## src/common/io_map_pkg.sv

```systemverilog
`default_nettype none

package io_map_pkg;

  // --------------------------------------------------
  // bus widths
  // --------------------------------------------------
  localparam int IO_ADDR_W = 12;
  localparam int IO_DATA_W = 16;

  typedef logic [IO_ADDR_W-1:0] io_addr_t;  // decoded i/o address
  typedef logic [IO_DATA_W-1:0] io_data_t;  // one i/o data word

  // cpu side of the i/o bus, plain strobes with no handshake
  typedef struct packed {
    logic     we;     // write strobe
    logic     re;     // read strobe
    io_addr_t addr;
    io_data_t wdata;
  } io_bus_t;

  // --------------------------------------------------
  // register map
  // --------------------------------------------------
  localparam io_addr_t ADDR_SYSCTL     = 12'h014;  // bit 0 is eve power-down
  localparam io_addr_t ADDR_TICKS      = 12'h015;  // free-running counter

  localparam io_addr_t ADDR_EVE_BASE   = 12'h100;
  localparam io_addr_t ADDR_FLASH_BASE = 12'h110;

  // offsets inside one spi port window
  localparam io_addr_t OFS_PINS    = 12'd0;  // wr pin reg, rd input lanes
  localparam io_addr_t OFS_START8  = 12'd1;  // wr starts 8 bits, rd rx word
  localparam io_addr_t OFS_START16 = 12'd2;  // wr starts 16 bits, rd rx word
  localparam io_addr_t OFS_IDLE    = 12'd3;
  localparam io_addr_t OFS_DIR     = 12'd4;
  localparam io_addr_t OFS_QUAD    = 12'd5;

endpackage

`default_nettype wire
```

## src/common/spi_pkg.sv

```systemverilog
`default_nettype none

package spi_pkg;

  localparam int SPI_LANES = 4;
  localparam int SPI_CNT_W = 5;

  typedef logic [SPI_LANES-1:0] spi_lanes_t;  // io3 io2 miso mosi
  typedef logic [SPI_CNT_W-1:0] spi_cnt_t;

  // pin order is cs, sck, io3, io2, miso, mosi
  typedef struct packed {
    logic       cs;
    logic       sck;
    spi_lanes_t lanes;
  } spi_pins_t;

  // one-cycle strobes out of the address decoder
  typedef struct packed {
    logic pins_we;
    logic start8;
    logic start16;
    logic dir_we;
    logic quad_we;
  } spi_cmd_t;

  // what a port hands back to the read mux
  typedef struct packed {
    io_map_pkg::io_data_t rx;
    logic                 idle;
    spi_lanes_t           lanes;
  } spi_stat_t;

  // --------------------------------------------------
  // engine constants
  // --------------------------------------------------
  localparam spi_cnt_t CNT_START8  = 5'd16;  // half the counter range
  localparam spi_cnt_t CNT_START16 = 5'd0;   // full counter range
  localparam spi_cnt_t STEP_SINGLE = 5'd1;
  localparam spi_cnt_t STEP_QUAD   = 5'd4;

  localparam spi_lanes_t OE_SINGLE = 4'b1101;  // miso stays an input
  localparam int         LANE_MISO = 1;

endpackage

`default_nettype wire

```

## src/spi_io_top.sv

```systemverilog
`default_nettype none

module spi_io_top (
  input  wire                        cpuclk,
  input  wire                        SCKclock,
  input  wire io_map_pkg::io_bus_t   io_bus_i,
  output wire io_map_pkg::io_data_t  io_rd_o,
  // eve (graphics chip) port
  output wire spi_pkg::spi_pins_t    eve_pins_o,
  output wire spi_pkg::spi_lanes_t   eve_oe_o,     // 1 = lane driven
  input  wire spi_pkg::spi_lanes_t   eve_lanes_i,
  // flash port
  output wire spi_pkg::spi_pins_t    flash_pins_o,
  output wire spi_pkg::spi_lanes_t   flash_oe_o,
  input  wire spi_pkg::spi_lanes_t   flash_lanes_i,
  output wire                        pd_o
);

  import io_map_pkg::*;
  import spi_pkg::*;

  wire spi_cmd_t  eve_cmd;
  wire spi_cmd_t  flash_cmd;
  wire spi_stat_t eve_stat;
  wire spi_stat_t flash_stat;
  wire io_data_t  wdata;

  io_regs u_io_regs (
    .cpuclk       (cpuclk),
    .SCKclock     (SCKclock),
    .io_bus_i     (io_bus_i),
    .eve_stat_i   (eve_stat),
    .flash_stat_i (flash_stat),
    .eve_cmd_o    (eve_cmd),
    .flash_cmd_o  (flash_cmd),
    .wdata_o      (wdata),
    .io_rd_o      (io_rd_o),
    .pd_o         (pd_o)
  );

  // both ports are the same block, the decoder alone tells them apart
  spi_port u_eve (
    .cpuclk   (cpuclk),
    .SCKclock (SCKclock),
    .cmd_i    (eve_cmd),
    .wdata_i  (wdata),
    .lanes_i  (eve_lanes_i),
    .stat_o   (eve_stat),
    .pins_o   (eve_pins_o),
    .oe_o     (eve_oe_o)
  );

  spi_port u_flash (
    .cpuclk   (cpuclk),
    .SCKclock (SCKclock),
    .cmd_i    (flash_cmd),
    .wdata_i  (wdata),
    .lanes_i  (flash_lanes_i),
    .stat_o   (flash_stat),
    .pins_o   (flash_pins_o),
    .oe_o     (flash_oe_o)
  );

endmodule

`default_nettype wire

```

## src/io_regs.sv

```systemverilog
`default_nettype none

module io_regs (
  input  wire                        cpuclk,
  input  wire                        SCKclock,
  input  wire io_map_pkg::io_bus_t   io_bus_i,
  input  wire spi_pkg::spi_stat_t    eve_stat_i,
  input  wire spi_pkg::spi_stat_t    flash_stat_i,
  output spi_pkg::spi_cmd_t          eve_cmd_o,
  output spi_pkg::spi_cmd_t          flash_cmd_o,
  output io_map_pkg::io_data_t       wdata_o,
  output io_map_pkg::io_data_t       io_rd_o,
  output logic                       pd_o
);

  import io_map_pkg::*;
  import spi_pkg::*;

  io_data_t sysctl;
  io_data_t ticks;

  // --------------------------------------------------
  // per-port decode, shared by both windows
  // --------------------------------------------------
  function automatic spi_cmd_t port_cmd(io_bus_t bus, io_addr_t base);
    spi_cmd_t cmd;
    cmd.pins_we = bus.we && (bus.addr == io_addr_t'(base + OFS_PINS));
    cmd.start8  = bus.we && (bus.addr == io_addr_t'(base + OFS_START8));
    cmd.start16 = bus.we && (bus.addr == io_addr_t'(base + OFS_START16));
    cmd.dir_we  = bus.we && (bus.addr == io_addr_t'(base + OFS_DIR));
    cmd.quad_we = bus.we && (bus.addr == io_addr_t'(base + OFS_QUAD));
    return cmd;
  endfunction

  function automatic io_data_t port_rd(io_addr_t addr, io_addr_t base, spi_stat_t stat);
    io_data_t rd;
    rd = '0;
    if (addr == io_addr_t'(base + OFS_PINS))
      rd = io_data_t'(stat.lanes);
    if (addr == io_addr_t'(base + OFS_START8) || addr == io_addr_t'(base + OFS_START16))
      rd = stat.rx;
    if (addr == io_addr_t'(base + OFS_IDLE))
      rd = io_data_t'(stat.idle);
    return rd;
  endfunction

  assign eve_cmd_o   = port_cmd(io_bus_i, ADDR_EVE_BASE);
  assign flash_cmd_o = port_cmd(io_bus_i, ADDR_FLASH_BASE);
  assign wdata_o     = io_bus_i.wdata;  // shared by both ports

  // --------------------------------------------------
  // system registers
  // --------------------------------------------------
  always_ff @(posedge cpuclk or posedge SCKclock) begin
    if (SCKclock) begin
      sysctl <= '0;
      ticks  <= '0;
    end else begin
      ticks <= ticks + 1'b1;  // free-running
      if (io_bus_i.we && io_bus_i.addr == ADDR_SYSCTL)
        sysctl <= io_bus_i.wdata;
    end
  end

  assign pd_o = sysctl[0];  // eve power-down pin

  // read-back, unmapped addresses fall through as zero
  assign io_rd_o =
    port_rd(io_bus_i.addr, ADDR_EVE_BASE, eve_stat_i) |
    port_rd(io_bus_i.addr, ADDR_FLASH_BASE, flash_stat_i) |
    ((io_bus_i.addr == ADDR_SYSCTL) ? sysctl : '0) |
    ((io_bus_i.addr == ADDR_TICKS)  ? ticks  : '0);

endmodule

`default_nettype wire

```

## src/spi/spi_port.sv

```systemverilog
`default_nettype none

module spi_port (
  input  wire                        cpuclk,
  input  wire                        SCKclock,
  input  wire spi_pkg::spi_cmd_t     cmd_i,
  input  wire io_map_pkg::io_data_t  wdata_i,
  input  wire spi_pkg::spi_lanes_t   lanes_i,
  output spi_pkg::spi_stat_t         stat_o,
  output spi_pkg::spi_pins_t         pins_o,
  output spi_pkg::spi_lanes_t        oe_o
);

  import io_map_pkg::*;
  import spi_pkg::*;

  spi_pins_t pin_reg;   // manual cs/sck/lane levels
  logic      dir_q;     // 1 = lanes driven in quad mode
  logic      quad_q;
  spi_pins_t eng_pins;
  io_data_t  eng_rx;
  logic      eng_idle;

  // --------------------------------------------------
  // software registers
  // --------------------------------------------------
  always_ff @(posedge cpuclk or posedge SCKclock) begin
    if (SCKclock) begin
      pin_reg <= '0;
      dir_q   <= 1'b0;
      quad_q  <= 1'b0;
    end else begin
      if (cmd_i.pins_we)
        pin_reg <= spi_pins_t'(wdata_i[$bits(spi_pins_t)-1:0]);
      if (cmd_i.dir_we)
        dir_q <= wdata_i[0];
      if (cmd_i.quad_we)
        quad_q <= wdata_i[0];
    end
  end

  spi_engine u_engine (
    .cpuclk    (cpuclk),
    .SCKclock  (SCKclock),
    .start8_i  (cmd_i.start8),
    .start16_i (cmd_i.start16),
    .tx_i      (wdata_i),
    .lanes_i   (lanes_i),
    .quad_i    (quad_q),
    .dir_i     (dir_q),
    .rx_o      (eng_rx),
    .idle_o    (eng_idle),
    .pins_o    (eng_pins),
    .oe_o      (oe_o)
  );

  // pin register is ORed on top of the engine, so cs can be held high
  // around a transfer or the pins bit-banged while the engine idles
  assign pins_o = spi_pins_t'(pin_reg | eng_pins);

  assign stat_o = '{rx: eng_rx, idle: eng_idle, lanes: lanes_i};

endmodule

`default_nettype wire

```

## src/spi/spi_engine.sv

```systemverilog
`default_nettype none

module spi_engine (
  input  wire                          cpuclk,
  input  wire                          SCKclock,
  input  wire                          start8_i,
  input  wire                          start16_i,
  input  wire io_map_pkg::io_data_t    tx_i,
  input  wire spi_pkg::spi_lanes_t     lanes_i,
  input  wire                          quad_i,
  input  wire                          dir_i,
  output io_map_pkg::io_data_t         rx_o,
  output logic                         idle_o,
  output spi_pkg::spi_pins_t           pins_o,
  output spi_pkg::spi_lanes_t          oe_o
);

  import io_map_pkg::*;
  import spi_pkg::*;

  logic       running;
  spi_cnt_t   count;
  spi_cnt_t   count_nxt;
  io_data_t   shifter;
  io_data_t   tx_swap;
  logic       sck;
  logic       start;
  spi_lanes_t lanes_drv;

  assign start     = start8_i | start16_i;
  assign count_nxt = count + (quad_i ? STEP_QUAD : STEP_SINGLE);
  assign tx_swap   = {tx_i[7:0], tx_i[15:8]};  // low byte goes out first

  // the chosen counter bit flips on every step in both modes
  assign sck = quad_i ? count[2] : count[0];

  // --------------------------------------------------
  // run control
  // --------------------------------------------------
  always_ff @(posedge cpuclk or posedge SCKclock) begin
    if (SCKclock) begin
      running <= 1'b0;
      count   <= '0;
    end else if (start8_i) begin
      running <= 1'b1;
      count   <= CNT_START8;
    end else if (start16_i) begin
      running <= 1'b1;
      count   <= CNT_START16;
    end else if (running) begin
      running <= (count_nxt != '0);  // done on wrap to zero
      count   <= count_nxt;
    end
  end

  // data path shifts on cycles with sck high
  always_ff @(posedge cpuclk) begin
    if (start) begin
      shifter <= tx_swap;
    end else if (running && sck) begin
      if (quad_i)
        shifter <= {shifter[IO_DATA_W-5:0], lanes_i};
      else
        shifter <= {shifter[IO_DATA_W-2:0], lanes_i[LANE_MISO]};
    end
  end

  // --------------------------------------------------
  // pin side
  // --------------------------------------------------
  always_comb begin
    lanes_drv = '0;  // quiet while idle so the pin register shows through
    if (running) begin
      if (quad_i)
        lanes_drv = shifter[IO_DATA_W-1 -: SPI_LANES];
      else
        lanes_drv = {3'b000, shifter[IO_DATA_W-1]};  // mosi only
    end
  end

  assign pins_o = '{cs: 1'b0, sck: sck, lanes: lanes_drv};

  // quad lanes all follow dir while single mode keeps miso as input
  assign oe_o = quad_i ? {SPI_LANES{dir_i}} : OE_SINGLE;

  assign rx_o   = shifter;
  assign idle_o = ~running;

endmodule

`default_nettype wire

```

## config.mk

```make
export PLATFORM = sky130hd
export DESIGN_NAME = spi_io_top
export DESIGN_NICKNAME = d
export VERILOG_FILES = /design/src/common/io_map_pkg.sv /design/src/common/spi_pkg.sv /design/src/spi_io_top.sv /design/src/io_regs.sv /design/src/spi/spi_port.sv /design/src/spi/spi_engine.sv
export SDC_FILE = /design/constraint.sdc
export NUM_CORES = 1
export LEC_CHECK = 0
export ABC_CLOCK_PERIOD_IN_PS = 2600
export BUFFER_PORTS_ARGS = -buffer_cell sky130_fd_sc_hd__buf_2
export CAP_MARGIN = 0
export CORE_ASPECT_RATIO = 1.2
export CORE_MARGIN = 3
export CORE_UTILIZATION = 40
export CTS_BUF_LIST = sky130_fd_sc_hd__clkbuf_8
export DETAILED_ROUTE_END_ITERATION = 8
export PLACE_DENSITY = 0.7
export SLEW_MARGIN = 15
export SYNTH_ARGS = -nofsm -noshare
export SYNTH_HDL_FRONTEND = slang
export SYNTH_HIERARCHICAL = 1
export SYNTH_SLANG_ARGS = --single-unit
```

## constraint.sdc

```tcl
create_clock -name cpuclk -period 2.6 [get_ports cpuclk]
set_input_delay 0.13 -clock cpuclk [delete_from_list [all_inputs] [get_ports cpuclk]]
set_output_delay 0.13 -clock cpuclk [all_outputs]
set_load 0.02 [all_outputs]
```

==> results.yml <==
synth:
  synthesis.nets: 585
  yosysSeqAreaShare_pct: 43.2
  ys_async_sr_fraction_pct: 65.2
  yosysMostFrequentCell: "nand2_1"
  ys_top_cells_by_count: "nand2_1, mux2i_1, dfrtp_1"
  yosys-top-cells-area: "dfrtp_1, edfxtp_1, mux2i_1"
  syn_inst: 538
  synth_top_area_cell: "dfrtp_1"
  synth_cell_type_count: 53
  synth_seq_cells: 92
  syn_area_mm2: 0.00571
  dominantRegCellSynth: "dfrtp_1"
  avgSynthCellArea_um2: 10.6
  yosysWarnings: 6
  synth_top_area_share_pct: 26.3
  synth_edf_count: 32
place:
  place_inst: 734
  gp_congestion: 0.916
  dpl.hpwl_mm: 11.4
  dp_slack_ns: 0.247
  numPortBuffers: 75
global_routing:
  grt_max_degree: 33
  grt_pass1_wl_mm: 23.2
  grt_pass1_vias: 4157
  grt_overflow: 0
  grt_usage_pct: 19.4
  antenna_found_initial: 0
sta:
  slew_headroom_pct: 57.1
  hold_viol: 0
  post-route-min-period_ns: 2.25
  tns_ns: 0
  fmax_mhz: 445
  finClkSkew_ns: 0.0136
  worst_pin_slew_ns: 0.642
  setup_ws_ns: 0.352
  setup_viol_count_final: 0
  drv_slew: 0
  rsz0062_at_grt: "no"
  fin_crit_sh_pct: 86.4
worst_setup_path:
  critPathLaunchType: "primary input"
  cp.required_ns: 2.47
  critPathBufInv: 3
  cp_cell_sequence: "buf_2 -> nor3_2 -> and2_1 -> buf_4 -> nand3_1 -> o221ai_1 -> buf_2"
  critPathMaxStageDelay_ns: 0.51
  slowest_stage: "o221ai_1"
  crit_top_cell: "buf_2"
  critical_path.max_fanout: 16
  worstSetupEndpointType: "output pin"
  arrival_ns: 2.12
  critPathKind: "primary input to output pin"
  crit_family: "simple AND/OR/NAND/NOR gates"
job:
  cap_violations: 0
floorplanning:
  die_area_mm2: 0.0157
  fp.dieW_um: 115
  die_h_um: 137
  rows: 47
  ios: 77
  start_util_pct: 41.1
  core_mm2: 0.0139
routing:
  ant_nets: 0
  drtIter0Drc: 408
  routed_wirelength_mm: 15.0
  drt-wirelength-per-cell_um: 19.9
  drt_pass1_iterations: 5
  vias: 4189
  drc: 0
  viasPerCell: 5.58
hold_path:
  min_path_type: "primary input to register"
pwr:
  cellLeakagePower_nw: 2.64
  peakVddDrop_mv: 0.206
  cellPowerDensity_mw_per_mm2: 441
clock_tree:
  cts_max_level: 3
  cts.sinks: 92
  clk_latency_ns: 0.38
  clkTransAtPathRegs_ns: 0.10
  cts_buffer_depth: 2
  post_cts_resized: 0
  cts_tree: "yes"
  cts_made_buffers: 9
  ctsRootBufferMaster: "clkbuf_8"
layout:
  num_antenna_cells: 0
  area_growth_pct: 8.53
  nNetsFinal: 622
  regArea_mm2: 0.00246
  final_cell_count_no_fill: 751
  drive_gt1_share_pct: 28.4
  multi_input_area_mm2: 0.00274
  nFillCells: 1319
outcome:
  status: "complete, no violations"
-- worst paths after layout --
kind | depth (start not counted) | start | to | slack (ns)
min reg2reg | 1 | u_io_regs/ticks[15] | u_io_regs/ticks[15] | 0.48
max | 7 | io_bus_i[21] | io_rd_o[9] | 0.35
min | 2 | io_bus_i[11] | u_io_regs/sysctl[11] | 0.02
max in group asynchronous | 4 | SCKclock | u_io_regs/ticks[7] | 1.82
max reg2reg | 5 | u_eve/quad_q | u_eve/u_engine/running | 0.70
min in group asynchronous | 3 | SCKclock | u_flash/u_engine/count[0] | 0.30
-- per-layer routing --
| layer | vias to the layer above | global-route usage (%) | wire, um |
|---|---|---|---|
| li1 | 1956 | - | - |
| met1 | 2026 | 25.0 | 6150 |
| met2 | 181 | 32.3 | 7440 |
| met3 | 26 | 3.23 | 891 |
| met4 | 0 | 8.02 | 480 |
| met5 | - | 0 | 0 |
-- final cells by class --
cell class / instances / share of cell area [%]
tap: 171 / 3.46
sequential: 92 / 39.8
inverter: 16 / 0.970
timing repair buffer: 91 / 8.24
clock buffer: 9 / 2.00
multi-input combinational: 365 / 44.3
clock inverter: 7 / 1.27
-- what timing repair did --
action | in CTS | in global routing
hold buffers | 1 | 0
setup buffers | 0 | 0
hold endpoints to repair | 60 | 0
-- cell usage in the layout (no fill, tap or decap), types with 3 or more instances in the layout --
cell,n
o21ai_0,5
nor4_1,3
nor3_1,7
edfxtp_1,32
dfrtp_1,60
inv_6,4
mux2i_1,62
mux2_2,12
nand2_1,64
mux2_4,22
a21o_1,4
nand3_1,12
and2_1,3
or3_1,5
buf_2,75
or2_2,15
nor2_1,19
a21oi_1,8
buf_4,14
xor2_1,5
and4_1,4
o221ai_1,13
nand4_1,3
inv_1,16
o21ai_1,32
clkbuf_8,9
xnor2_1,14
nand2b_1,5
and3_1,7
ha_1,7
-- power by group --
part           switching (W)  total [W]  internal [W]
Clock               0.000566    0.00102      0.000459
Sequential        0.00000432    0.00150       0.00150
Combinational       0.000131   0.000207     0.0000758
-- cells by family after synthesis --
group	synth area share, %
multiplexers	19.0
AO/OA/AOI/OAI	9.47
adder cells (fa/ha/maj)	1.54
AND/OR/NAND/NOR	15.0
other	0.132
flip-flops	43.2
buffers and inverters	8.77
XOR/XNOR	2.92
-- metrics by stage --
| step | hold WS (ns) | util (%) | instance area (um2) | total power (W) |
|---|---|---|---|---|
| after floorplan | -0.0790 | - | 5710 | 0.00168 |
| after global placement | 0.152 | 43.1 | 5980 | 0.00173 |
| after detailed placement | 0.155 | 43.1 | 5980 | 0.00173 |
| after CTS | 0.00913 | 44.6 | 6190 | 0.00276 |
| after global routing | 0.0291 | 44.6 | 6190 | 0.00283 |
| final | 0.0229 | 44.6 | 6190 | 0.00273 |
No activity file was read; power rests on OpenSTA's default activity.
